--- src/common/axi_pkg.sv ---
`default_nettype none

package axi_pkg;

  localparam int ADDR_W = 32;
  localparam int DATA_W = 32;
  localparam int STRB_W = 4;

  localparam logic [1:0] RESP_OKAY   = 2'b00;
  localparam logic [1:0] RESP_SLVERR = 2'b10;

endpackage

`default_nettype wire

--- src/common/lsu_pkg.sv ---
`default_nettype none

package lsu_pkg;

  // low two bits of a RISC-V load/store funct3 code.
  typedef enum logic [1:0] {
    SIZE_BYTE = 2'd0,
    SIZE_HALF = 2'd1,
    SIZE_WORD = 2'd2
  } access_size_e;

  typedef struct packed {
    logic         unsigned_load; // funct3[2], set for lbu and lhu.
    access_size_e size;
  } access_fields_t;

  // the same funct3 bits, seen either as the raw code or split into fields.
  typedef union packed {
    logic [2:0]     raw;
    access_fields_t fields;
  } access_code_u;

  // data memory window.
  localparam logic [31:0] DMEM_BASE      = 32'h8000_0000;
  localparam int          DMEM_WORDS     = 1024;
  localparam int          DMEM_ADDR_BITS = 10;

endpackage

`default_nettype wire
--- src/lsu/load_extract.sv ---
`timescale 1ns/1ps
`default_nettype none

module load_extract (
  input  logic                        clock,
  input  logic                        reset,
  input  lsu_pkg::access_code_u       op,
  input  logic [1:0]                  addr_low,
  input  logic [axi_pkg::DATA_W-1:0]  bus_rdata,
  input  logic                        load,
  output logic [axi_pkg::DATA_W-1:0]  rdata
);

  import lsu_pkg::*;

  logic [31:0] shifted;
  logic [31:0] extended;
  logic        fill;

  assign shifted = bus_rdata >> {addr_low, 3'b000};

  always_comb begin
    case (op.fields.size)
      SIZE_BYTE: begin
        fill     = ~op.fields.unsigned_load & shifted[7];
        extended = {{24{fill}}, shifted[7:0]};
      end
      SIZE_HALF: begin
        fill     = ~op.fields.unsigned_load & shifted[15];
        extended = {{16{fill}}, shifted[15:0]};
      end
      default: begin
        fill     = 1'b0;
        extended = shifted;
      end
    endcase
  end

  // holds the last loaded value until the next load.
  always_ff @(posedge clock) begin
    if (reset) begin
      rdata <= '0;
    end else if (load) begin
      rdata <= extended;
    end
  end

endmodule

`default_nettype wire

--- config.mk ---
export PLATFORM = sky130hd
export DESIGN_NAME = load_extract
export DESIGN_NICKNAME = d
export VERILOG_FILES = /design/src/common/axi_pkg.sv /design/src/common/lsu_pkg.sv /design/src/lsu/load_extract.sv
export SDC_FILE = /design/constraint.sdc
export NUM_CORES = 1
export LEC_CHECK = 0
export BUFFER_PORTS_ARGS = -buffer_cell sky130_fd_sc_hd__buf_2
export CAP_MARGIN = 10
export CORE_MARGIN = 1
export CORE_UTILIZATION = 48
export DETAILED_ROUTE_END_ITERATION = 10
export PLACE_DENSITY = 0.83
export SYNTH_ARGS = -nofsm -noshare
export SYNTH_HDL_FRONTEND = slang
export SYNTH_SLANG_ARGS = --single-unit
--- constraint.sdc ---
create_clock -name clock -period 1.7 [get_ports clock]
set_input_delay 0.34 -clock clock [delete_from_list [all_inputs] [get_ports clock]]
set_output_delay 0.34 -clock clock [all_outputs]
set_load 0.02 [all_outputs]
## Word-level counts from Yosys, hierarchy flattened

Cells that the tools add are included.

| word-level totals | value |
|---|---|
| bits in registers | 32 |
| bits in latches | 0 |
| RAM bits | 0 |
| bits in read-only memories | 0 |
| input port bits | 40 |
| output and inout bits | 32 |
| memories | 0 |

| cells by class | value |
|---|---|
| $add $sub $neg | 0 |
| multiply operators | 0 |
| div/mod/pow operators | 0 |
| magnitude comparators | 0 |
| eq/ne operators | 1 |
| shift operators | 1 |
| mux-type cells | 1 |
| bitwise gates (word level) | 3 |
| reductions and logical operators | 1 |

Operator list:

| kind | number |
|---|---|
| one-hot mux 32 bit (2 select lines) | 1 |
| >> shifter 32 x 5 -> 32 bit | 1 |
| bitwise AND 1 bit | 2 |
| equality test 2 x 1 -> 1 bit, second input constant | 1 |
| logical NOT 2 bit | 1 |
| inverter 1 bit | 1 |

## Depth between registers and ports, before layout

| depth | value |
|---|---|
| word-level depth | 3 |
| gate-level depth with buffers | 6 |
| mapped depth without buffers | 4 |

## Worst setup path before layout

OpenSTA, ideal clock, no wires.

| path | value |
|---|---|
| kind | input-to-reg |
| start point | in op[0] (netlist name) |
| end point | reg rdata[16] (netlist name) |
| setup time | 81 ps |
| arrival time | 1416 ps |
| required time | 1619 ps |
| path slack | 203 ps |
| stages | 6 |
| path buffers | 2 |
| path through | buf_6 -> nand2b_4 -> a311oi_4 -> a41oi_4 -> buf_6 -> a211oi_2 |

| on the way | value |
|---|---|
| cells in the longest elaborated chain, start to end | 2 |

RTL lines:

| what | line | text |
|---|---|---|
| from (decl) | load_extract.sv:7 | `input lsu_pkg::access_code_u op,` |
| equality test 2 x 1 -> 1 bit / logical NOT 2 bit (equally long branches) | load_extract.sv:23 | `case (op.fields.size)` |
| one-hot mux 32 bit (2 select lines) (*) | load_extract.sv:23 |  |
| to (signal assigned) | load_extract.sv:44 | `rdata <= extended;` |
| to (decl) | load_extract.sv:11 | `output logic [axi_pkg::DATA_W-1:0] rdata` |

Mark *: on every way between the ends. The rest lies on a longest branch, timed or not.
A chain may end at the register's enable or synchronous reset.

## Worst setup path after layout

| path | value |
|---|---|
| start point | in addr_low[1] |
| end point | reg rdata[13] (netlist name) |

| on the way | value |
|---|---|
| cells in the longest elaborated chain, start to end | 3 |

RTL lines:

| what | line | text |
|---|---|---|
| from (decl) | load_extract.sv:8 | `input logic [1:0] addr_low,` |
| >> shifter 32 x 5 -> 32 bit (*) | load_extract.sv:20 | `assign shifted = bus_rdata >> {addr_low, 3'b000};` |
| bitwise AND 1 bit | load_extract.sv:25 | `fill = ~op.fields.unsigned_load & shifted[7];` |
| one-hot mux 32 bit (2 select lines) (*) | load_extract.sv:23 |  |

Marks and branches as above.

==> flow_summary.rst <==
.. list-table::
   :header-rows: 1

   * - Metric
     - Value
   * - Result of the run
     - finished, final reports clean
   * - Routed wirelength normalized by instance count
     - 14.6 um
   * - Synth-to-layout area growth
     - 28.8%
   * - Power density normalized to cell area
     - 839 mW/mm^2
   * - Hold Violations, Final
     - 0
   * - Area of the core
     - 0.00347 sq mm
   * - Clock-pin transition on the worst setup and hold timing paths
     - 70 ps
   * - Detailed-route via count
     - 1711
   * - Setup tns final
     - 0 ps
   * - Register with the most flip-flops
     - rdata
   * - Upper clock frequency limit
     - 0.737 GHz
   * - 1st-pass router iterations
     - 4
   * - Total number of yosys warnings
     - 0
   * - Time the final worst path needs with I/O delays and setup
     - 1360 ps
   * - Die outline width
     - 63.3 um
   * - Critical path fanouts, max
     - 8
   * - Height of the die
     - 63.3 um
   * - Seq. cell area
     - 641 sq um
   * - Kind of start point of the critical path
     - input port
   * - Per-instance average area after synthesis
     - 9.21 sq um
   * - Number of buffers inserted by hold repair at cts
     - 0
   * - Number of core rows
     - 21
   * - Synthesized netlist net count
     - 236
   * - Type of the worst setup path
     - in2reg
   * - Worst clock skew
     - 0 ps
   * - Detailed placement HPWL
     - 3400 um
   * - Part of the Yosys area used for sequential elements
     - 35.5%
   * - Yosys top cell area share
     - 35.5%
   * - Buffer cell driving the clock tree root
     - sky130_fd_sc_hd__clkbuf_8
   * - Remaining global-route overflow
     - 0
   * - Latest clock arrival within the worst-skew pair
     - 280 ps
   * - Max-slew violation count
     - 0
   * - Critical path capture point type
     - flop
   * - GRT Overall Usage
     - 25.2%
   * - Pin count of the biggest net entering global routing
     - 25
   * - Synth Cell Area
     - 0.00180 sq mm
   * - CTS HTree Levels
     - 2
   * - Number of nets still failing antenna checks after routing
     - 0
   * - Fraction of layout cells with a size suffix above 1
     - 42.1%
   * - Number of placed I/O pins
     - 72
   * - Cts bufs inserted
     - 5
   * - Combined area of the multi-input logic cells
     - 0.00106 sq mm
   * - Initial core utilization
     - 52.0%
   * - Routed vias/inst
     - 5.40
   * - Count of final setup violators
     - 0
   * - Total setup buffers inserted after CTS
     - 0
   * - First-pass GRT wire length
     - 7750 um
   * - Maximum count of clock buffers along a single path
     - 2
   * - Library cell with the largest summed area after synthesis
     - sky130_fd_sc_hd__dfxtp_1
   * - Placer congestion estimate
     - 0.807
   * - Biggest regs
     - rdata: 32 flops
   * - Commonest non-fill, non-tap cell in the layout
     - sky130_fd_sc_hd__buf_2
   * - Top area cells in the synthesized netlist
     - sky130_fd_sc_hd__dfxtp_1 36%, sky130_fd_sc_hd__mux2i_1 19%, sky130_fd_sc_hd__nor2_1 8.5%, sky130_fd_sc_hd__a211oi_2 6.9%, sky130_fd_sc_hd__a211oi_1 5.4%
   * - Post-Route WL
     - 4630 um
   * - RSZ-0062 raised after global routing
     - false
   * - Via count of the first global-routing pass
     - 1705
   * - Leak Pwr
     - 0.00110 uW
   * - Maximum ir drop on the vdd rail
     - 0.458 mV
   * - Post-synthesis instance total
     - 196
   * - Max transition margin
     - 72.5%
   * - Post-layout net count
     - 310
   * - Sinks on the clock net
     - 32
   * - Flip-flop count of the largest register, all copies and words added
     - 32
   * - Most frequent cells in the layout
     - 71 x sky130_fd_sc_hd__buf_2, 41 x sky130_fd_sc_hd__nor2_1, 35 x sky130_fd_sc_hd__mux2i_1, 32 x sky130_fd_sc_hd__dfxtp_1, 18 x sky130_fd_sc_hd__nand2_1
   * - Initial antenna violation count
     - 0
   * - Worst hold path type
     - in2reg
   * - Data arrival time of the worst path
     - 1560 ps
   * - Buffers added on ports
     - 71
   * - Number of filler cells placed in the layout
     - 313
   * - MaxCap Viol Count
     - 0
   * - Required time worst endpoint
     - 1900 ps
   * - Slack of the critical path
     - 343 ps
   * - Part of the cycle the worst path needs
     - 79.8%
   * - Flop and latch count out of synthesis
     - 32
   * - Post-placement setup slack
     - 51.7 ps
   * - Initial drt markers
     - 109
   * - TritonCTS clock tree
     - built
   * - Ant diodes
     - 0
   * - Number of DRC violations after detailed routing
     - 0
   * - Area of the die
     - 0.00401 sq mm
   * - Transition time at the pin with the least slew margin
     - 407 ps
   * - Resized cells post-CTS
     - 0
   * - Post-synth cell types
     - 26
[synthesized netlist by cell type]
master	n
sky130_fd_sc_hd__mux2i_1	35
sky130_fd_sc_hd__buf_1	1
sky130_fd_sc_hd__clkbuf_1	6
sky130_fd_sc_hd__nand2b_4	1
sky130_fd_sc_hd__inv_1	1
sky130_fd_sc_hd__o2bb2ai_1	1
sky130_fd_sc_hd__a21oi_1	1
sky130_fd_sc_hd__nand2_1	18
sky130_fd_sc_hd__buf_2	5
sky130_fd_sc_hd__buf_4	3
sky130_fd_sc_hd__nor2_1	41
sky130_fd_sc_hd__dfxtp_1	32
sky130_fd_sc_hd__mux2_2	8
sky130_fd_sc_hd__nand3b_1	1
sky130_fd_sc_hd__o22ai_1	1
sky130_fd_sc_hd__nor2b_1	3
sky130_fd_sc_hd__buf_6	2
sky130_fd_sc_hd__nor3_2	1
sky130_fd_sc_hd__nor4b_1	1
sky130_fd_sc_hd__nor4_1	1
sky130_fd_sc_hd__a211oi_2	10
sky130_fd_sc_hd__a211oi_1	13
sky130_fd_sc_hd__a41oi_4	1
sky130_fd_sc_hd__nor3_1	7
sky130_fd_sc_hd__o21ai_0	1
sky130_fd_sc_hd__a311oi_4	1
[where the power goes]
group          internal [uW]  switching (uW)  leakage, uW
sequential               810            33.1     0.000265
clock                    323             285    0.0000510
combinational            211             288     0.000787
[critical path, stage by stage]
cell	delay (ps)
sky130_fd_sc_hd__buf_2	210
sky130_fd_sc_hd__mux2i_1	160
sky130_fd_sc_hd__nor4b_1	400
sky130_fd_sc_hd__nor3_2	80
sky130_fd_sc_hd__buf_4	170
sky130_fd_sc_hd__nor3_1	200
[layer usage]
metal	track usage [%]	vias to the layer above	wire [um]	share of wire, %
met5	0	-	0	0
met4	14.2	0	97	2.1
met3	6.34	12	282	6.1
met2	41.9	64	2230	48
met1	29.3	798	2020	44
li1	-	837	-	-
[per-stage QoR]
step / cell area (sq um) / instances / utilization, % / power, uW / hold WS, ps
3_3_place_gp: 2230 / 309 / 64.3 / 1350 / 471
3_5_place_dp: 2230 / 309 / 64.3 / 1360 / 471
5_1_grt: 2320 / 317 / 67.0 / 2050 / 322
2_1_floorplan: 1800 / 196 / - / 1180 / 485
6_report: 2320 / 317 / 67.0 / 1950 / 316
4_1_cts: 2320 / 317 / 67.0 / 1970 / 311
[kinds of logic after synthesis]
| family | Yosys count | share of synthesized area, % |
|---|---|---|
| buf+inv | 18 | 5.55 |
| flops | 32 | 35.5 |
| simple gates | 74 | 17.8 |
| compound gates | 29 | 16.7 |
| mux | 43 | 24.4 |
[final cells by class]
type / instances / area share, %
Clock buffer: 6 / 3.55
Multi-Input combinational cell: 146 / 45.8
Sequential cell: 32 / 27.6
Clock inverter: 2 / 0.431
Inverter: 1 / 0.162
Timing Repair Buffer: 84 / 20.0
Tap cell: 46 / 2.48
[path summary, 6_finish.rpt]
kind / end / start / slack, ps / cells after the start
min: rdata[26] / bus_rdata[26] / 320 / 3
max reg2reg: rdata[24] / rdata[24] / 1010 / 2
min reg2reg: rdata[8] / rdata[8] / 480 / 2
max: rdata[13] / addr_low[1] / 340 / 6
No activity file was read; power rests on OpenSTA's default activity.
