$ cat config.mk
export PLATFORM = sky130hd
export DESIGN_NAME = store_align
export DESIGN_NICKNAME = d
export VERILOG_FILES = /design/src/common/axi_pkg.sv /design/src/common/lsu_pkg.sv /design/src/lsu/store_align.sv
export SDC_FILE = /design/constraint.sdc
export NUM_CORES = 1
export LEC_CHECK = 0
export BUFFER_PORTS_ARGS = -buffer_cell sky130_fd_sc_hd__buf_2
export CAP_MARGIN = 20
export CORE_MARGIN = 3
export CORE_UTILIZATION = 31
export DETAILED_ROUTE_END_ITERATION = 12
export PLACE_DENSITY_LB_ADDON = 0.15
export SYNTH_ARGS = -nofsm -noshare
export SYNTH_HDL_FRONTEND = slang
export SYNTH_SLANG_ARGS = --single-unit
$ cat constraint.sdc
create_clock -name vclk -period 0.8
set_input_delay 0.08 -clock vclk [all_inputs]
set_output_delay 0.08 -clock vclk [all_outputs]
set_load 0.01 [all_outputs]
$ cat src/common/axi_pkg.sv
`default_nettype none

package axi_pkg;

  localparam int ADDR_W = 32;
  localparam int DATA_W = 32;
  localparam int STRB_W = 4;

  localparam logic [1:0] RESP_OKAY   = 2'b00;
  localparam logic [1:0] RESP_SLVERR = 2'b10;

endpackage

`default_nettype wire

$ cat src/common/lsu_pkg.sv
`default_nettype none

package lsu_pkg;

  // low two bits of a RISC-V load/store funct3 code.
  typedef enum logic [1:0] {
    SIZE_BYTE = 2'd0,
    SIZE_HALF = 2'd1,
    SIZE_WORD = 2'd2
  } access_size_e;

  typedef struct packed {
    logic         unsigned_load; // funct3[2], set for lbu and lhu.
    access_size_e size;
  } access_fields_t;

  // the same funct3 bits, seen either as the raw code or split into fields.
  typedef union packed {
    logic [2:0]     raw;
    access_fields_t fields;
  } access_code_u;

  // data memory window.
  localparam logic [31:0] DMEM_BASE      = 32'h8000_0000;
  localparam int          DMEM_WORDS     = 1024;
  localparam int          DMEM_ADDR_BITS = 10;

endpackage

`default_nettype wire
$ cat src/lsu/store_align.sv
`timescale 1ns/1ps
`default_nettype none

module store_align (
  input  lsu_pkg::access_code_u       op,
  input  logic [1:0]                  addr_low,
  input  logic [axi_pkg::DATA_W-1:0]  wsrc,
  output logic [axi_pkg::DATA_W-1:0]  wdata,
  output logic [axi_pkg::STRB_W-1:0]  wstrb
);

  import lsu_pkg::*;

  // data moves up into the addressed lanes; aligned words shift by zero.
  assign wdata = wsrc << {addr_low, 3'b000};

  always_comb begin
    case (op.fields.size)
      SIZE_BYTE: wstrb = 4'b0001 << addr_low;
      SIZE_HALF: wstrb = 4'b0011 << addr_low; // addr_low is 0 or 2 here.
      default:   wstrb = 4'b1111;
    endcase
  end

endmodule

`default_nettype wire

Yosys cells after proc, flatten, opt, wreduce, memory -nomap -nowiden
Cells that the tools add are included.
{"block": "word_totals", "ff_bits": 0, "inputBits": 37}
{"block": "classes", "eq_ne": 1, "shift": 3, "muxes": 1, "n_reduce_logical": 1}
{"cell": "$shl A32 B5 Y32", "n": 1}
{"cell": "$pmux W4 S2", "n": 1}
{"cell": "$shl A1 B2 Y4 const A", "n": 1}
{"cell": "$shl A2 B2 Y4 const A", "n": 1}
{"cell": "$eq A2 B1 Y1 const B", "n": 1}
{"cell": "$logic_not A2 Y1", "n": 1}

Depth between registers and ports, before layout
Gate-level depths: netlist of the first run.
{"block": "depth", "depth_word": 2, "depth_mapped": 4}

Worst setup path after synthesis of the first run
Ideal clock, no wire load.
{"block": "synth_path", "kind": "input-to-output", "start": "input addr_low[0]", "end": "output wdata[24] (netlist name)", "arrival_time_ns": 0.744, "required_ns": 0.720, "setup_slack_ns": -0.024, "cell_stages": 3, "n_path_buf": 2, "path_cell_list": "buf_4 > buf_2 > mux2i_1"}
{"block": "synth_between", "elab_chain_len": 1}
{"item": "from (decl)", "line_no": "store_align.sv:6", "text": "input logic [1:0] addr_low,"}
{"item": "$shl A32 B5 Y32", "line_no": "store_align.sv:15", "text": "assign wdata = wsrc << {addr_low, 3'b000};"}
{"item": "to (decl)", "line_no": "store_align.sv:8", "text": "output logic [axi_pkg::DATA_W-1:0] wdata,"}
No other way between the ends.

Final worst setup path of the first run
{"block": "layout_path", "start": "input addr_low[1]", "end": "output wdata[24] (netlist name)"}
Same word-level chain as after synthesis.

==> results.sh, run 1 <==
export IMPL_start_util_pct=33.69
export IMPL_holdPathStages=3
export IMPL_place_area_um2=1054
export IMPL_gp_congestion=0.6561
export IMPL_fin_cells=180
export IMPL_finalMaxSlewViolations=0
export IMPL_finalCritPeriodShare_pct=115.0
export IMPL_fp_coreArea_um2=1764
export IMPL_route_vias_total=894
export IMPL_die_h_um=49.79
export IMPL_fillers=140
export IMPL_drc=0
export IMPL_p_int_uw=458.6
export IMPL_syn_inst=72
export IMPL_pre_cts_slack_ns=-0.2461
export IMPL_grt_ovfl_total=0
export IMPL_grt_use_total_pct=17.29
export IMPL_outcome="finished with violations"
export IMPL_cellLeakagePower_uw=0.0007209
export IMPL_clkbuf_count=0
export IMPL_num_antenna_cells=0
export IMPL_synth_avg_cell_area_um2=8.254
export IMPL_grt_pass1_wl_mm=3.601
export IMPL_final_cell_mix="64 x buf_2, 23 x mux2i_1, 11 x buf_6"
export IMPL_dieArea_um2=2479
export IMPL_areaGrowthSynthToFinish_pct=127.6
export IMPL_path_max_fanout=7
export IMPL_final_common_cell="buf_2"
export IMPL_p_seq_share_pct=0
export IMPL_syn_num_nets=109
export IMPL_yosysSeqAreaShare_pct=0
export IMPL_synthDistinctLibCells=15
export IMPL_setup_violations=36
export IMPL_die_w_um=49.79
export IMPL_clkPwrFrac_pct=0
export IMPL_worst_pin_slew_ns=0.1791
export IMPL_cp_arrival_ns=0.84
export IMPL_seq_cell_count=0
export IMPL_viasPerCell=4.967
export IMPL_sw_frac_of_total_pct=44.37
export IMPL_fin_util_pct=76.67
export IMPL_rows=15
export IMPL_hp_start="op[1]"
export IMPL_crit_required_ns=0.72
export IMPL_ff_latch_area_um2=0
export IMPL_drt_antenna_violating_nets=0
export IMPL_end_kind="primary output"
export IMPL_fin_tns_setup_ns=-2.210
export IMPL_drt_iter0_markers=7
export IMPL_netlist_area_um2=594.3
export IMPL_yosysWarnings=0
export IMPL_io_buffers=72
export IMPL_whs_endpoint="wstrb[0]"
export IMPL_hold_viol=0
export IMPL_violations="setup timing"
export IMPL_fin_nets=194
export IMPL_post_dp_hpwl_mm=1.695
export IMPL_ir_worst_vdd_mv=0.3305
export IMPL_layout_setup_ws_ns=-0.1196
export IMPL_wl_mm=2.407
export IMPL_drive_gt1_share_pct=70.97
export IMPL_grt_max_degree=12
export IMPL_dp_cells=174
export IMPL_power_density_nw_per_um2=609.5
export IMPL_start_kind="input pin"
export IMPL_rsz0062_at_grt="yes"
export IMPL_fin_crit_ns=0.9196
export IMPL_maxCapViolCount=0
export IMPL_multi_input_area_um2=641.9
export IMPL_hold_class="input pin to primary output"
export IMPL_crit_type="input pin to primary output"
export IMPL_p_sw_uw=365.8
export IMPL_combPwrFrac_pct=100.0
export IMPL_antenna_found_initial=0
export IMPL_ioPinCount=73
export IMPL_max_freq_mhz=1087
export IMPL_relSlewSlack_pct=87.72
export IMPL_final_area_um2=1353
export IMPL_drt_pass1_iterations=3
export IMPL_grt_pass1_vias=871
export IMPL_wl_per_cell_um=13.37
export IMPL_setup_worst_path_start="addr_low[1]"
==> worst max-delay path, stage by stage <==
cell	delay, ns
buf_12	0.13
buf_12	0.14
mux2i_4	0.19
mux2i_2	0.14
buf_2	0.16
==> metrics by stage <==
stage / power [uW] / hold slack, ns
6_report: 824.3 / 0.4762
5_1_grt: 886.4 / 0.4900
4_1_cts: 740.0 / 0.4725
3_5_place_dp: 636.9 / 0.4703
3_3_place_gp: 628.7 / 0.4704
2_1_floorplan: 342.5 / 0.2723
==> final cells by class <==
| cell class | instances | share of cell area (%) |
|---|---|---|
| well taps | 25 | 2.313 |
| multi-input cells | 66 | 47.46 |
| repair buffers | 89 | 50.23 |
==> cell usage after synthesis <==
master / number / area, um^2
or2_1: 1 / 6.260
mux2i_1: 32 / 320.3
a211o_1: 1 / 8.760
o2bb2ai_1: 8 / 70.07
nand2b_1: 1 / 6.260
buf_6: 2 / 22.52
and2_1: 8 / 50.05
buf_4: 2 / 15.01
o21ai_0: 1 / 5.000
nor2_2: 1 / 6.260
nor2_1: 9 / 33.78
nor2b_1: 2 / 12.51
o21bai_1: 1 / 7.510
buf_2: 2 / 10.01
buf_12: 1 / 20.02
==> layer usage <==
metal / vias to the layer above / wire length (um) / global-route usage (%) / share of wire, %
met5: - / 0 / 0 / 0
met4: 0 / 27 / 0 / 1.1
met3: 2 / 158 / 1.813 / 6.6
met2: 41 / 1290 / 34.36 / 54
met1: 416 / 932 / 20.65 / 39
li1: 435 / - / - / -
==> what timing repair did <==
item,in CTS,in global routing
hold endpoints to repair,0,0
buffers inserted,1,1
endpoints found under the setup margin,35,35
hold buffers,0,0
gates resized for setup,25,23
pin swaps,12,15
cloned,3,1
==> kinds of logic after synthesis <==
family | synth area share (%)
multiplexers | 53.90
AND/OR/NAND/NOR | 19.37
buffers and inverters | 11.37
AO/OA/AOI/OAI | 15.37
==> power groups by stage <==
stage | combinational [uW] | clock, uW | sequential [uW]
floorplan | 342 | 0 | 0
global placement | 629 | 0 | 0
detailed placement | 637 | 0 | 0
CTS | 740 | 0 | 0
global route | 886 | 0 | 0
finish | 824 | 0 | 0
==> how the worst max path moves through the flow <==
stage	end	slack [ns]	cells past startpoint
after CTS	wstrb[2]	-0.10	5
after global placement	wdata[6]	-0.24	5
after global routing	wdata[13]	-0.18	6
after floorplan	wdata[16]	-0.004	4
after detailed placement	wdata[3]	-0.25	5
final	wdata[24]	-0.12	5
(Power assumes the default switching activity.)
==> run 2, diff against run 1 <==
--- a/config.mk
+++ b/config.mk
@@ -7,7 +7,6 @@
 export LEC_CHECK = 0
 export BUFFER_PORTS_ARGS = -buffer_cell sky130_fd_sc_hd__buf_2
 export CAP_MARGIN = 20
-export CORE_MARGIN = 3
 export CORE_UTILIZATION = 31
 export DETAILED_ROUTE_END_ITERATION = 12
 export PLACE_DENSITY_LB_ADDON = 0.15
==> results.sh, run 2 (synthesized netlist as in run 1, its figures left out) <==
export IMPL_post_dp_hpwl_mm=1.598
export IMPL_gp_congestion=0.6735
export IMPL_grt_pass1_vias=759
export IMPL_grt_ovfl_total=0
export IMPL_cp_arrival_ns=0.85
export IMPL_cellLeakagePower_uw=0.0006854
export IMPL_hold_viol=0
export IMPL_ir_worst_vdd_mv=0.3170
export IMPL_fillers=156
export IMPL_cts_hold_buf=0
export IMPL_grt_pass1_wl_mm=3.180
export IMPL_rows=15
export IMPL_final_common_cell="buf_2"
export IMPL_antenna_found_initial=0
export IMPL_layout_setup_ws_ns=-0.1323
export IMPL_finalMaxSlewViolations=0
export IMPL_fin_util_pct=71.63
export IMPL_drive_gt1_share_pct=67.76
export IMPL_route_vias_total=878
export IMPL_grt_max_degree=13
export IMPL_fin_crit_ns=0.9323
export IMPL_rsz0062_at_grt="yes"
export IMPL_multi_input_area_um2=629.4
export IMPL_violations="setup timing"
export IMPL_start_kind="input pin"
export IMPL_ff_latch_area_um2=0
export IMPL_maxCapViolCount=0
export IMPL_end_kind="primary output"
export IMPL_drt_antenna_violating_nets=0
export IMPL_use_met1_pct=23.81
export IMPL_clkbuf_count=0
export IMPL_dp_cells=172
export IMPL_wl_per_cell_um=12.96
export IMPL_final_cell_mix="71 x buf_2, 22 x mux2i_1, 9 x nor2_1"
export IMPL_num_antenna_cells=0
export IMPL_io_buffers=72
export IMPL_seq_cell_count=0
export IMPL_finalCritPeriodShare_pct=116.5
export IMPL_die_w_um=45.79
export IMPL_grt_busiest_layer="met2"
export IMPL_areaGrowthSynthToFinish_pct=112.6
export IMPL_grt_use_met3_pct=0.3968
export IMPL_power_density_nw_per_um2=616.8
export IMPL_grt_use_total_pct=20.13
export IMPL_max_freq_mhz=1073
export IMPL_final_area_um2=1264
export IMPL_crit_type="input pin to primary output"
export IMPL_fin_cells=177
export IMPL_dieArea_um2=2096
export IMPL_die_h_um=45.79
export IMPL_hold_ws_ns=0.4687
export IMPL_relSlewSlack_pct=86.76
export IMPL_place_area_um2=1013
export IMPL_wl_mm=2.294
export IMPL_drc=0
export IMPL_outcome="finished with violations"
export IMPL_viasPerCell=4.960
export IMPL_path_max_fanout=7
export IMPL_drt_iter0_markers=13
export IMPL_ioPinCount=73
export IMPL_start_util_pct=33.69
export IMPL_worst_pin_slew_ns=0.1930
export IMPL_drt_pass1_iterations=4
export IMPL_fp_coreArea_um2=1764
export IMPL_fin_nets=191
export IMPL_hold_class="input pin to primary output"
export IMPL_pre_cts_slack_ns=-0.2424
export IMPL_setup_violations=19
export IMPL_use_met2_pct=40.29
export IMPL_crit_required_ns=0.72
==> run 2: cell count changes in the layout (fill, tap and decap cells not counted), sizes merged <==
cell / before / now
buf: 88 / 85
nor2: 11 / 10
clkbuf: 1 / 2
==> run 2: layout make-up <==
type	count	share of cell area, %
Timing Repair Buffer	87	47.72
Tap cell	25	2.475
Multi-Input combinational cell	65	49.80
==> run 2: path summary, 6_finish.rpt <==
path,startpoint,to,slack (ns),cells after the start
setup / recovery,addr_low[1],wdata[25],-0.13,5
hold / removal,op[1],wstrb[3],0.47,3
==> run 2: critical path, stage by stage <==
cell,delay [ns]
buf_12,0.12
buf_8,0.14
mux2i_4,0.18
mux2i_1,0.17
buf_2,0.16
==> run 2: stage by stage <==
step                      total power [uW]  setup TNS, ns
after floorplan                      342.5      -0.008252
after global placement               599.9         -3.397
after detailed placement             610.5         -3.762
after CTS                            712.3         -1.205
after global routing                 837.2         -2.409
final                                779.4         -1.383
==> run 2: timing repair <==
item | in CTS | in global routing
endpoints found under the setup margin | 28 | 35
pin swaps | 8 | 3
gates cloned | 2 | 2
buffers inserted | 2 | 0
resized for setup | 24 | 15
==> run 2: layer usage <==
| metal | up-vias | routed length (um) | part of all wire (%) |
|---|---|---|---|
| met3 | 0 | 118 | 5.1 |
| met5 | - | 0 | 0 |
| li1 | 426 | - | - |
| met1 | 409 | 892 | 39 |
| met4 | 0 | 0 | 0 |
| met2 | 43 | 1283 | 56 |
==> run 2: report_power, final <==
part           total (uW)  switching [uW]  leakage, uW  internal, uW
clock network           0               0            0             0
registers               0               0            0             0
logic                 779             358     0.000685           421
==> run 3, diff against run 2 <==
--- a/config.mk
+++ b/config.mk
@@ -7,7 +7,9 @@
 export LEC_CHECK = 0
 export BUFFER_PORTS_ARGS = -buffer_cell sky130_fd_sc_hd__buf_2
 export CAP_MARGIN = 20
-export CORE_UTILIZATION = 31
+export CELL_PAD_IN_SITES_DETAIL_PLACEMENT = 0
+export CELL_PAD_IN_SITES_GLOBAL_PLACEMENT = 1
+export CORE_UTILIZATION = 19
 export DETAILED_ROUTE_END_ITERATION = 12
 export PLACE_DENSITY_LB_ADDON = 0.15
 export SYNTH_ARGS = -nofsm -noshare
==> results.sh, run 3 (synthesized netlist as in run 1, its figures left out) <==
export IMPL_outcome="finished with violations"
export IMPL_violations="DRC, setup timing"
export IMPL_wl_mm=2.260
export IMPL_cp_arrival_ns=0.83
export IMPL_dp_cells=177
export IMPL_fin_cells=184
export IMPL_ir_worst_vdd_mv=0.2138
export IMPL_clkbuf_count=0
export IMPL_final_area_um2=1358
export IMPL_rows=19
export IMPL_sw_frac_of_total_pct=44.81
export IMPL_maxCapViolCount=0
export IMPL_crit_chain="buf_12 -> buf_12 -> mux2i_4 -> mux2i_2 -> buf_2"
export IMPL_finalCritPeriodShare_pct=113.2
export IMPL_multi_input_area_um2=683.2
export IMPL_grt_max_degree=10
export IMPL_finalPower_uw=830.9
export IMPL_clkPwrFrac_pct=0
export IMPL_cpMostUsedCell="buf_12"
export IMPL_grt_pass1_vias=777
export IMPL_relSlewSlack_pct=88.47
export IMPL_path_max_fanout=7
export IMPL_p_int_uw=458.6
export IMPL_die_h_um=57.93
export IMPL_drc=5
export IMPL_setup_violations=20
export IMPL_wl_per_cell_um=12.28
export IMPL_final_common_cell="buf_2"
export IMPL_crit_type="input pin to primary output"
export IMPL_grt_pass1_wl_mm=3.381
export IMPL_place_area_um2=1013
export IMPL_layout_setup_ws_ns=-0.1059
export IMPL_hold_viol=0
export IMPL_cellLeakagePower_uw=0.0007056
export IMPL_start_kind="input pin"
export IMPL_crit_slowest_cell="mux2i_4"
export IMPL_gp_congestion=0.7898
export IMPL_p_sw_uw=372.3
export IMPL_p_seq_share_pct=0
export IMPL_cp_slowest_stage_delay_ns=0.18
export IMPL_power_density_nw_per_um2=612.1
export IMPL_final_cell_mix="70 x buf_2, 21 x mux2i_1, 8 x mux2i_4, 8 x and2_1, 8 x nor2_1"
export IMPL_grt_use_total_pct=12.49
export IMPL_seq_cell_count=0
export IMPL_drt_pass1_iterations=8
export IMPL_dieArea_um2=3356
export IMPL_route_vias_total=857
export IMPL_fillers=289
export IMPL_post_dp_hpwl_mm=1.702
export IMPL_viasPerCell=4.658
export IMPL_io_buffers=72
export IMPL_finalMaxSlewViolations=0
export IMPL_max_freq_mhz=1104
export IMPL_antenna_found_initial=0
export IMPL_fp_coreArea_um2=2853
export IMPL_pre_cts_slack_ns=-0.2290
export IMPL_combPwrFrac_pct=100.0
export IMPL_fin_crit_ns=0.9059
export IMPL_end_kind="primary output"
export IMPL_fin_nets=192
export IMPL_crit_required_ns=0.72
export IMPL_worst_pin_slew_ns=0.1682
export IMPL_start_util_pct=20.83
export IMPL_drt_antenna_violating_nets=0
export IMPL_drive_gt1_share_pct=70.59
export IMPL_hold_class="input pin to primary output"
export IMPL_die_w_um=57.93
export IMPL_drt_iter0_markers=31
export IMPL_num_antenna_cells=0
export IMPL_rsz0062_at_grt="yes"
export IMPL_ff_latch_area_um2=0
export IMPL_grt_ovfl_total=0
export IMPL_ioPinCount=73
export IMPL_areaGrowthSynthToFinish_pct=128.4
[run 3: cell types whose count changed in the layout (fill, tap and decap cells not counted), moves of 2 or more]
cell and delta:
buf_16 +2, buf_4 +2, buf_6 -2, mux2i_2 -3
mux2i_4 +4, o2bb2ai_1 -2, o2bb2ai_2 +2
[run 3: power by group through the flow]
stage	Sequential [uW]	Combinational [uW]	Clock, uW
global route	0	888	0
floorplan	0	342	0
detailed placement	0	611	0
finish	0	831	0
global placement	0	610	0
CTS	0	744	0
[run 3: timing repair]
action / in CTS / in global routing
setup endpoints to repair: 33 / 31
hold buffers: 0 / 0
setup buffers: 1 / 3
cloned: 2 / 1
resized for setup: 34 / 17
pin swaps: 7 / 3
[run 3: critical path: cells and delay by family]
family | cells | cell delay (ns)
buffers and inverters | 3 | 0.43
multiplexers | 2 | 0.32
[run 3: path summary, 6_finish.rpt]
check	to	slack [ns]	depth (start not counted)	start
worst max-delay path	wdata[24]	-0.11	5	addr_low[1]
worst min-delay path	wstrb[0]	0.47	3	op[1]
[run 3: layer usage]
metal / vias to the layer above / global-route usage, % / routed length (um)
li1: 429 / - / -
met1: 378 / 16.55 / 959
met2: 48 / 22.66 / 1110
met3: 2 / 0.4464 / 169
met4: 0 / 2.381 / 21
met5: - / 0 / 0
[run 3: final cells by class]
type | count | share of cell area (%)
Timing Repair Buffer | 88 | 46.82
Multi-Input combinational cell | 65 | 50.32
Tap cell | 31 | 2.857
[run 3: stage by stage]
stage | hold WS (ns) | TNS (ns) | utilization (%)
after CTS | 0.4681 | -1.311 | 42.28
after global placement | 0.4680 | -3.645 | 35.53
final | 0.4679 | -1.362 | 47.59
after global routing | 0.4831 | -2.427 | 47.59
after detailed placement | 0.4695 | -3.974 | 35.53
after floorplan | 0.2723 | -0.008252 | -
