`src/common/axi_pkg.sv`:
```
`default_nettype none

package axi_pkg;

  localparam int ADDR_W = 32;
  localparam int DATA_W = 32;
  localparam int STRB_W = 4;

  localparam logic [1:0] RESP_OKAY   = 2'b00;
  localparam logic [1:0] RESP_SLVERR = 2'b10;

endpackage

`default_nettype wire

```
`src/lsu/lsu_ctrl.sv`:
```
`timescale 1ns/1ps
`default_nettype none

module lsu_ctrl (
  input  logic       clock,
  input  logic       reset,

  input  logic       ren,
  input  logic       wen,
  output logic       read_done,
  output logic       write_done,
  output logic       err,

  output logic       arvalid,
  input  logic       arready,

  input  logic       rvalid,
  input  logic [1:0] rresp,
  output logic       rready,

  output logic       awvalid,
  input  logic       awready,

  output logic       wvalid,
  input  logic       wready,

  input  logic       bvalid,
  input  logic [1:0] bresp,
  output logic       bready,

  output logic       rdata_load
);

  import axi_pkg::*;

  typedef enum logic [2:0] {
    ST_IDLE,
    ST_RADDR,
    ST_RDATA,
    ST_WADDR,
    ST_WDATA,
    ST_BRESP,
    ST_DONE
  } state_e;

  state_e state;

  // the load result is captured on the same edge as the R transfer.
  assign rdata_load = (state == ST_RDATA) && rvalid && rready;

  always_ff @(posedge clock) begin
    if (reset) begin
      state      <= ST_IDLE;
      arvalid    <= 1'b0;
      rready     <= 1'b0;
      awvalid    <= 1'b0;
      wvalid     <= 1'b0;
      bready     <= 1'b0;
      read_done  <= 1'b0;
      write_done <= 1'b0;
      err        <= 1'b0;
    end else begin
      case (state)
        ST_IDLE: begin
          // a store takes priority when both requests are raised.
          if (wen) begin
            awvalid <= 1'b1;
            err     <= 1'b0;
            state   <= ST_WADDR;
          end else if (ren) begin
            arvalid <= 1'b1;
            err     <= 1'b0;
            state   <= ST_RADDR;
          end
        end

        ST_RADDR: begin
          if (arready) begin
            arvalid <= 1'b0;
            rready  <= 1'b1;
            state   <= ST_RDATA;
          end
        end

        ST_RDATA: begin
          if (rvalid) begin
            rready    <= 1'b0;
            err       <= (rresp != RESP_OKAY);
            read_done <= 1'b1;
            state     <= ST_DONE;
          end
        end

        ST_WADDR: begin
          if (awready) begin
            awvalid <= 1'b0;
            wvalid  <= 1'b1; // data goes out only once the address is taken.
            state   <= ST_WDATA;
          end
        end

        ST_WDATA: begin
          if (wready) begin
            wvalid <= 1'b0;
            bready <= 1'b1;
            state  <= ST_BRESP;
          end
        end

        ST_BRESP: begin
          if (bvalid) begin
            bready     <= 1'b0;
            err        <= (bresp != RESP_OKAY);
            write_done <= 1'b1;
            state      <= ST_DONE;
          end
        end

        default: begin
          // done lasts one cycle; err stays until the next request.
          read_done  <= 1'b0;
          write_done <= 1'b0;
          state      <= ST_IDLE;
        end
      endcase
    end
  end

endmodule

`default_nettype wire

```
`config.mk`:
```
export PLATFORM = sky130hd
export DESIGN_NAME = lsu_ctrl
export DESIGN_NICKNAME = d
export VERILOG_FILES = /design/src/common/axi_pkg.sv /design/src/lsu/lsu_ctrl.sv
export SDC_FILE = /design/constraint.sdc
export NUM_CORES = 1
export LEC_CHECK = 0
export BUFFER_PORTS_ARGS = -buffer_cell sky130_fd_sc_hd__buf_2
export CORE_AREA = 2 2 39 41
export CTS_BUF_LIST = sky130_fd_sc_hd__clkbuf_8
export DETAILED_ROUTE_END_ITERATION = 7
export DIE_AREA = 0 0 41 43
export PLACE_DENSITY = 0.73
export SLEW_MARGIN = 0
export SYNTH_ARGS = -nofsm -noshare
export SYNTH_HDL_FRONTEND = slang
export SYNTH_SLANG_ARGS = --single-unit
```
`constraint.sdc`:
```
create_clock -name clock -period 4.3 [get_ports clock]
set_clock_uncertainty 0.05 [all_clocks]
set_input_delay 0.215 -clock clock [delete_from_list [all_inputs] [get_ports clock]]
set_output_delay 0.215 -clock clock [all_outputs]
set_load 0.02 [all_outputs]
```
Word level (Yosys, flattened, before mapping) --
Index checks and enable logic that the tools add are counted.
Word-level totals: bits in read-only memories 0, memories kept 0, flip-flop bits (word level) 11, bits in latches 0, word-level logic and storage cells 80, bits of input ports 13, bits in writable memories 0, output and inout bits 9
Cells by class: shift-type cells 0, eq/ne operators 14, add/subtract/negate cells 0, reduce and logical (&&, ||, !) cells 22, divide/modulo/power cells 0, $mul 0, mux-type cells 33, bitwise operators 2, magnitude comparators 0
Operators with widths (count):
- 3-bit 2-to-1 mux | 7
- 3-bit case mux with 6 select lines | 1
- 1-bit 2-to-1 mux | 17
- 2-bit != test (second input constant) | 8
- 1-bit case mux with 2 select lines | 7
- 2-bit nonzero test | 7
- 3-bit AND reduction | 4
- 5-bit OR reduction | 2
- 4-bit AND reduction | 2
- 3-bit by 2-bit == test with 1-bit output (second input constant) | 2
- 3-bit == test (second input constant) | 2
- 6-bit AND reduction | 1
- 2-bit AND reduction | 2
- 3-bit by 1-bit == test with 1-bit output (second input constant) | 1
- 3-bit logical NOT | 1
- 3-bit != test (second input constant) | 1
- 1-bit case mux with 3 select lines | 1
- 3-bit nonzero test | 1
- 1-bit logical AND | 2
- 1-bit inverter | 2

Longest topological paths before layout --
Gate-level depths: netlist (run 1).
depth after elaboration 4, mapped depth 5, gate-level depth less buffers 4

Least setup slack after synthesis (run 1) --
No wires, ideal clock.
path type flip-flop to flip-flop, start point register state[1], end point register state[0], data required time 4.183 ns, arrival time 1.301 ns, cell stages (with the launch flop) 5, path slack 2.882 ns, setup time 0.067 ns, period minus slack after synthesis 1.418 ns, path buffers 0, cell sequence dfxtp_1 > or3b_4 > o22a_4 > a311o_1 > o21ai_2
On the way: word-level cells in the longest chain between the ends 3, elaborated cells between the ends (all ways) 14, classes of those cells eq/ne (11); mux (1); reduce/logical (2)
Ends and longest elaborated chain:
- from (decl) | RTL line lsu_ctrl.sv:46 | state_e state;
- from (signal assigned) | RTL line lsu_ctrl.sv:53 | state <= ST_IDLE;
- from (signal assigned) | RTL line lsu_ctrl.sv:69 | state <= ST_WADDR;
- from (signal assigned) | RTL line lsu_ctrl.sv:73 | state <= ST_RADDR;
- 3-bit == test (tied with other cells) | RTL line lsu_ctrl.sv:63 | case (state)
- 2-bit != test (no source line) or 3-bit != test (tied branches)
- 6-bit AND reduction (no source line)
Several ways; a longest one is shown, not always the timed one. A chain may end at the register's enable or synchronous reset.

Worst setup path after layout (run 1) --
start point register state[1], end point output port rdata_load
On the way: word-level cells in the longest chain between the ends 3
Ends and longest elaborated chain:
- 3-bit by 2-bit == test with 1-bit output | RTL line lsu_ctrl.sv:49 | assign rdata_load = (state == ST_RDATA) && rvalid && rready;
- 1-bit logical AND (2 in a row) | RTL line lsu_ctrl.sv:49
- to (decl) | RTL line lsu_ctrl.sv:31 | output logic rdata_load
No other way between the ends.

==> impl_summary.log, run 1 <==
INFO  metric ir_drop = ~0.27 mV
INFO  metric final.fill_count = 145
INFO  metric setup.worst_path.class = reg -> out
INFO  metric report.final.slew_viol_count = 0
INFO  metric start_util = approximately 43%
INFO  metric routabilityCongestion = about 0.84
INFO  metric cts_clock_pin_slew_for_the_worst_setup_and_hold_paths = 50 ps
INFO  metric multi_input_area = 347 um2
INFO  metric via_count_of_the_first_global_routing_pass = between 500 and 600
INFO  metric cts_hold_buffers = 0
INFO  metric netlist_top_cells_count = sky130_fd_sc_hd__dfxtp_1, sky130_fd_sc_hd__nor2_1, sky130_fd_sc_hd__a21oi_1
INFO  metric cts_repair_resize_count = 0
INFO  metric min_period_over_period = around two fifths
INFO  metric max_slew.worst_pin.slew = about 450 ps
INFO  metric power_switching = between 0.15 and 0.2 mW
INFO  metric netlist_instances = 73
INFO  metric wl_per_cell = roughly 13 um
INFO  metric die_width = 41 um
INFO  metric postSynthNetCount = between 80 and 90
INFO  metric cts-buffers-inserted = 3
INFO  metric ctsLongestPathBuffers = 2
INFO  metric power.share.switching = 40.2%
INFO  metric total_i_o_pin_count = 22
INFO  metric core_area = 1380 um2
INFO  metric cts_setup_buffers = 0
INFO  metric internal-power = approximately 0.29 mW
INFO  metric globalRoute.totalOverflow = 0
INFO  metric design.die.area = ~1800 um2
INFO  metric clockPowerShare = 21.0%
INFO  metric worstSkewPairLatency = about 240 ps
INFO  metric path_max_fanout = 15
INFO  metric worstHoldPathType = in -> reg
INFO  metric power.density_cell_area = 650 nW/um2
INFO  metric cp_data_arrival_time = 1530 ps
INFO  metric postSynth.topFlopCell = sky130_fd_sc_hd__dfxtp_1
INFO  metric timing.final.setup_violations = 0
INFO  metric via_count_normalized_by_instance_count = roughly 5.5
INFO  metric finish.utilization = a little over half
INFO  metric slew_headroom = between 60% and 70%
INFO  metric ys_seq_area_share = a little under two fifths
INFO  metric grt_setup_unrepaired = false
INFO  metric routed_wirelength = roughly 1.4 mm
INFO  metric clock_sink_count = 11
INFO  metric synth-async-reset-ratio = 0%
INFO  metric drive_gt1_share = around 29%
INFO  metric synth.cell_area = a little under 600 um2
INFO  metric ys_top_cells_by_area = sky130_fd_sc_hd__dfxtp_1, sky130_fd_sc_hd__a21oi_1, sky130_fd_sc_hd__nor2_1
INFO  metric synthDistinctLibCells = 27
INFO  metric wl_met1 = 637 um
INFO  metric postPlaceCellArea = 696 um2
INFO  metric syn_to_final_growth = 25.7%
INFO  metric io_buffers = 21
INFO  metric tritoncts_clock_tree = built
INFO  metric grt_max_degree = 16
INFO  metric met2_length = approximately 620 um
INFO  metric layout.area.seq = between 200 and 250 um2
INFO  metric std_cell_rows = 14
INFO  metric p_comb_share = roughly two fifths
INFO  metric cts_max_level = 1
INFO  metric netlist.top_cell.by_area = sky130_fd_sc_hd__dfxtp_1
INFO  metric drcViolationCount = 0
INFO  metric hpwl = between 1 and 1.5 mm
INFO  metric dr.max_layer_used = met4
INFO  metric post-synth-top-area-fraction = about 37%
INFO  metric synth.ff_latch_count = 11
INFO  metric timing.setup.tns = 0 ps
INFO  metric critPathLaunchType = flip-flop
INFO  metric leakage = around 0.31 nW
INFO  metric finish.net_count = ~110
INFO  metric detailroute.via_count = 602
INFO  metric power.share.sequential = a little under two fifths
INFO  metric synth_warnings = 0
INFO  metric detail_route.first_pass.iterations = 4
INFO  metric period_minus_slack = ~1800 ps
INFO  metric synth_enable_flop_cells = 0
INFO  metric cp.required = around 4000 ps
INFO  metric clk_root_buffer_cell = sky130_fd_sc_hd__clkbuf_8
INFO  metric die_h = approximately 43 um
INFO  metric fmax = ~560 MHz
INFO  metric met3RoutedLength = 111 um
INFO  metric synth.most_common_cell = sky130_fd_sc_hd__dfxtp_1
INFO  metric run_status = complete, no violations
INFO  metric post-route-cell-area = approximately 740 um2
INFO  metric final_hold_viol_count = 0
INFO  metric drv.max_cap_violation_count = 0
INFO  metric antenna_found_initial = 0
INFO  metric worst_setup_path_end_kind = output pin
INFO  metric antenna_left = 0
INFO  metric number_of_diodes_added_for_antenna_fixing = 0
INFO  metric grt_first_pass_wirelength = between 2 and 2.5 mm
INFO  metric syn_avg_cell_area = a little over 8 um2
INFO  metric drt-initial-drc-count = 6
INFO  metric grt_use_total = approximately a fifth
flip-flops by register name, indices dropped and copies added, names as in the netlist:
signal,cells
arvalid,1
awvalid,1
bready,1
err,1
read_done,1
rready,1
state,3
write_done,1
wvalid,1
power by group through the flow:
| stage | Combinational [mW] | Clock, mW | Sequential [mW] |
|---|---|---|---|
| global placement | 0.195 | 0 | 0.180 |
| detailed placement | 0.198 | 0 | 0.183 |
| floorplan | 0.155 | 0 | 0.177 |
| CTS | 0.199 | 0.104 | 0.181 |
| global route | 0.224 | 0.110 | 0.190 |
| finish | 0.199 | 0.101 | 0.182 |
final timing paths:
kind                  from          to  slack (ps)  cells after the start
hold reg to reg    arvalid     arvalid         420                      2
hold / removal      wready      wvalid         160                      2
setup / recovery  state[1]  rdata_load        2500                      3
setup reg to reg  state[1]    state[1]        2580                      4
through the flow:
stage / worst slack [ps] / hold WS [ps] / cells / power (mW)
after floorplan: 2880 / 281 / 73 / 0.333
after global routing: 2390 / 185 / 110 / 0.524
after CTS: 2510 / 161 / 110 / 0.484
after detailed placement: 2600 / 413 / 106 / 0.382
after global placement: 2640 / 402 / 106 / 0.375
final: 2500 / 164 / 110 / 0.481
metal layers:
layer / vias to the layer above / track usage, %
met3: 2 / 6.28
met4: 0 / 8.00
met2: 22 / 25.3
met1: 265 / 28.2
li1: 313 / -
met5: - / 0
worst max-delay path, cell delays in order (launching register included):
cell                      delay, ps
sky130_fd_sc_hd__dfxtp_1        570
sky130_fd_sc_hd__or3b_4         450
sky130_fd_sc_hd__nor2_1         100
sky130_fd_sc_hd__buf_2          170
cells in the final DEF (no fill, tap or decap), types with 3 or more instances in the layout:
cell type / n
sky130_fd_sc_hd__buf_2: 21
sky130_fd_sc_hd__dfxtp_1: 11
sky130_fd_sc_hd__nor2_1: 10
sky130_fd_sc_hd__a21oi_1: 8
sky130_fd_sc_hd__nand2_1: 7
sky130_fd_sc_hd__nor3_1: 3
sky130_fd_sc_hd__o21ai_0: 3
sky130_fd_sc_hd__nor2b_1: 3
sky130_fd_sc_hd__a31oi_1: 3
sky130_fd_sc_hd__clkbuf_8: 3
area by class of cell:
class,instances,area share [%]
clock buffer,3,5.57
clock inverter,1,0.507
inverter,1,0.507
multi-input combinational,57,46.8
sequential,11,29.7
tap,16,2.70
timing repair buffer,21,14.2
cells by family after synthesis:
family	Yosys count	share of synthesized area, %
compound gates	25	29.9
buf+inv	5	3.82
flops	11	37.4
mux	1	1.70
simple gates	31	27.2
No activity file was read; power rests on OpenSTA's default activity.
==> inputs of run 2 (changes only) <==
- ABC_AREA: default -> 1
- PLACE_DENSITY: 0.73 -> 0.77
- clock period: 4.3 -> 1.9 ns (I/O delays scaled with it)
==> impl_summary.log, run 2 <==
INFO  metric power.density_cell_area = 1430 nW/um2 (+120%)
INFO  metric max_flop_register = state
INFO  metric cts-buffers-inserted = 3 (unchanged)
INFO  metric drv.max_cap_violation_count = 0 (unchanged)
INFO  metric design.die.area = 1760 um2 (unchanged)
INFO  metric synth.most_common_cell = sky130_fd_sc_hd__nand2_1
INFO  metric internal-power = 0.626 mW (+120%)
INFO  metric mostFrequentLayoutCell = sky130_fd_sc_hd__nand2_1
INFO  metric synth_enable_flop_cells = 0 (unchanged)
INFO  metric std_cell_rows = 14 (unchanged)
INFO  metric worstHoldPathType = in -> reg
INFO  metric slew_headroom = 72.1% (+2.5 points)
INFO  metric netlist_top_cells_count = sky130_fd_sc_hd__nand2_1, sky130_fd_sc_hd__dfxtp_1, sky130_fd_sc_hd__nor2_2
INFO  metric clockPowerShare = 20.1% (-0.9 points)
INFO  metric worstSkewPairLatency = 240 ps (about the same)
INFO  metric synth.ff_latch_count = 11 (unchanged)
INFO  metric syn_to_final_growth = 23.8%
INFO  metric power.share.switching = 44.3% (+4.1 points)
INFO  metric netlist.top_cell.by_area = sky130_fd_sc_hd__dfxtp_1
INFO  metric ctsLongestPathBuffers = 2 (unchanged)
INFO  metric routabilityCongestion = 0.874 (+3.7%)
INFO  metric detailroute.via_count = 623 (+3.5%)
INFO  metric tritoncts_clock_tree = built
INFO  metric number_of_diodes_added_for_antenna_fixing = 0 (unchanged)
INFO  metric hpwl = 1.06 mm (+4.0%)
INFO  metric ir_drop = 0.645 mV (+140%)
INFO  metric final_hold_viol_count = 0 (unchanged)
INFO  metric total_i_o_pin_count = 22 (unchanged)
INFO  metric cp.required = 1750 ps (-2280 ps)
INFO  metric ys_top_cells_by_area = sky130_fd_sc_hd__dfxtp_1, sky130_fd_sc_hd__nand2_1, sky130_fd_sc_hd__nor2_2
INFO  metric antenna_found_initial = 0 (unchanged)
INFO  metric path_max_fanout = 10 (-5)
INFO  metric finish.net_count = 130 (+20%)
INFO  metric report.final.slew_viol_count = 0 (unchanged)
INFO  metric setup.worst_path.class = reg -> out
INFO  metric globalRoute.totalOverflow = 0 (unchanged)
INFO  metric start_util = 45.9% (+3.3 points)
INFO  metric wl_per_cell = 10.1 um (-19%)
INFO  metric design_power_total = 1.12 mW (+130%)
INFO  metric drive_gt1_share = 37.1% (+8.3 points)
INFO  metric ys_seq_area_share = 34.6% (-2.7 points)
INFO  metric via_count_normalized_by_instance_count = 4.72 (-14%)
INFO  metric detail_route.first_pass.iterations = 4 (unchanged)
INFO  metric min_period_over_period = roughly four fifths
INFO  metric clock_sink_count = 11 (unchanged)
INFO  metric antenna_left = 0 (unchanged)
INFO  metric synthDistinctLibCells = 18 (-33%)
INFO  metric clk_root_buffer_cell = sky130_fd_sc_hd__clkbuf_8
INFO  metric period_minus_slack = between 1500 and 2000 ps
INFO  metric synth_warnings = 0 (unchanged)
INFO  metric finish.utilization = 56.9% (+3.3 points)
INFO  metric power.share.sequential = 32.7% (-5.0 points)
INFO  metric synth.cell_area = 636 um2 (+7.9%)
INFO  metric postSynthNetCount = 106 (+23%)
INFO  metric leakage = 0.406 nW (+29%)
INFO  metric drt-initial-drc-count = 9 (+3)
INFO  metric grt_first_pass_wirelength = 2.15 mm (-6.9%)
INFO  metric cts_max_level = 1 (unchanged)
INFO  metric die_width = 41 um (unchanged)
INFO  metric grt_use_total = 18.3% (-1.1 points)
INFO  metric netlist_instances = 93 (+27%)
INFO  metric routed_wirelength = 1.34 mm (-3.4%)
INFO  metric worst_setup_path_end_kind = output pin
INFO  metric leading_cell_types_in_the_layout_fill_and_taps_excluded = sky130_fd_sc_hd__nand2_1, sky130_fd_sc_hd__buf_2, sky130_fd_sc_hd__dfxtp_1
INFO  metric run_status = complete, no violations
INFO  metric final.fill_count = 132 (-9.0%)
INFO  metric postSynth.topFlopCell = sky130_fd_sc_hd__dfxtp_1
INFO  metric io_buffers = 21 (unchanged)
INFO  metric cts_clock_pin_slew_for_the_worst_setup_and_hold_paths = 50 ps (about the same)
INFO  metric cts_setup_buffers = 0 (unchanged)
INFO  metric via_count_of_the_first_global_routing_pass = 528 (+1.3%)
INFO  metric grt_setup_unrepaired = false
INFO  metric synth-async-reset-ratio = 0% (unchanged)
INFO  metric timing.final.setup_violations = 0 (unchanged)
INFO  metric critPathLaunchType = flip-flop
INFO  metric core_area = 1380 um2 (unchanged)
INFO  metric cp_data_arrival_time = 1370 ps (-160 ps)
INFO  metric power_switching = 0.498 mW (+160%)
INFO  metric max_slew.worst_pin.slew = 418 ps (-36.8 ps)
INFO  metric ff2ff_setup_slack = 470 ps (-2110 ps)
INFO  metric fmax = ~660 MHz
INFO  metric grt_max_degree = 11 (-5)
INFO  metric die_h = 43 um (unchanged)
INFO  metric timing.setup.tns = 0 ps (unchanged)
INFO  metric syn_avg_cell_area = 6.83 um2 (-15%)
INFO  metric post-synth-top-area-fraction = 34.6% (-2.7 points)
INFO  metric cts_hold_buffers = 0 (unchanged)
INFO  metric p_comb_share = 47.2% (+6.0 points)
INFO  metric largest_reg_flops = 3 (unchanged)
INFO  metric drcViolationCount = 0 (unchanged)
INFO  metric cts_repair_resize_count = 0 (unchanged)
## run 2: cell types whose count changed in the layout (fill, tap and decap cells not counted), sizes merged, moves of 2 or more
| cell | previous run | this run |
|---|---|---|
| inv | 2 | 12 |
| nor3 | 3 | 0 |
| nor2 | 10 | 19 |
| a2bb2oi | 2 | 0 |
| a31oi | 3 | 0 |
| a311oi | 2 | 0 |
| nor2b | 3 | 0 |
| nand3 | 1 | 7 |
| nand2 | 7 | 28 |
| o22a | 2 | 0 |
## run 2: power by group through the flow
stage	Clock, mW	Sequential [mW]	Combinational, mW
after floorplan	0	0.370	0.437
after global placement	0	0.370	0.524
after detailed placement	0	0.371	0.530
after CTS	0.230	0.367	0.539
after global routing	0.243	0.378	0.604
final	0.226	0.367	0.531
## run 2: area by class of cell
class	count	area, um2	share of cell area, %
clock buffer	3	41.3	5.25
clock inverter	1	3.75	0.477
inverter	11	41.3	5.25
multi-input combinational	69	355	45.2
sequential	11	220	28.0
tap	16	20.0	2.54
timing repair buffer	21	105	13.4
## run 2: worst max-delay path, cell delays in order, from the launching register on
cell,delay [ps]
sky130_fd_sc_hd__dfxtp_1,570
sky130_fd_sc_hd__inv_2,90
sky130_fd_sc_hd__nand3_1,120
sky130_fd_sc_hd__inv_1,90
sky130_fd_sc_hd__nand2_1,80
sky130_fd_sc_hd__nor2_1,40
sky130_fd_sc_hd__buf_2,140
## run 2: worst paths after layout
| kind | to | startpoint | depth (start not counted) |
|---|---|---|---|
| hold reg to reg | wvalid | wvalid | 2 |
| setup reg to reg | err | state[2] | 9 |
| hold / removal | rready | reset | 2 |
| setup / recovery | rdata_load | state[2] | 6 |
## run 2: cell families (layout without fill, tap and decap cells)
group,after synthesis,count (layout),share of synthesized area [%]
and+or+nand+nor,56,56,44.7
buffers and inverters,13,36,9.45
AOI/OAI and AO/OA,12,12,9.84
DFF,11,11,34.6
xor gates and xnor gates,1,1,1.38
## run 2: per-layer routing
layer,GRT usage (%),part of all wire (%),vias to the layer above
met4,8.00,2.6,0
met1,21.9,44,263
li1,-,-,338
met5,0,0,-
met2,29.1,47,17
met3,4.71,6.1,5
## run 2: metrics by stage
stage                     std cells  hold WS, ps  worst slack [ps]  instance area [um2]
after floorplan                  93          114               739                  636
after global placement          128          304               506                  742
after CTS                       132         59.7               374                  787
final                           132         56.6               380                  787
after detailed placement        128          309               483                  742
after global routing            132         65.8               249                  787
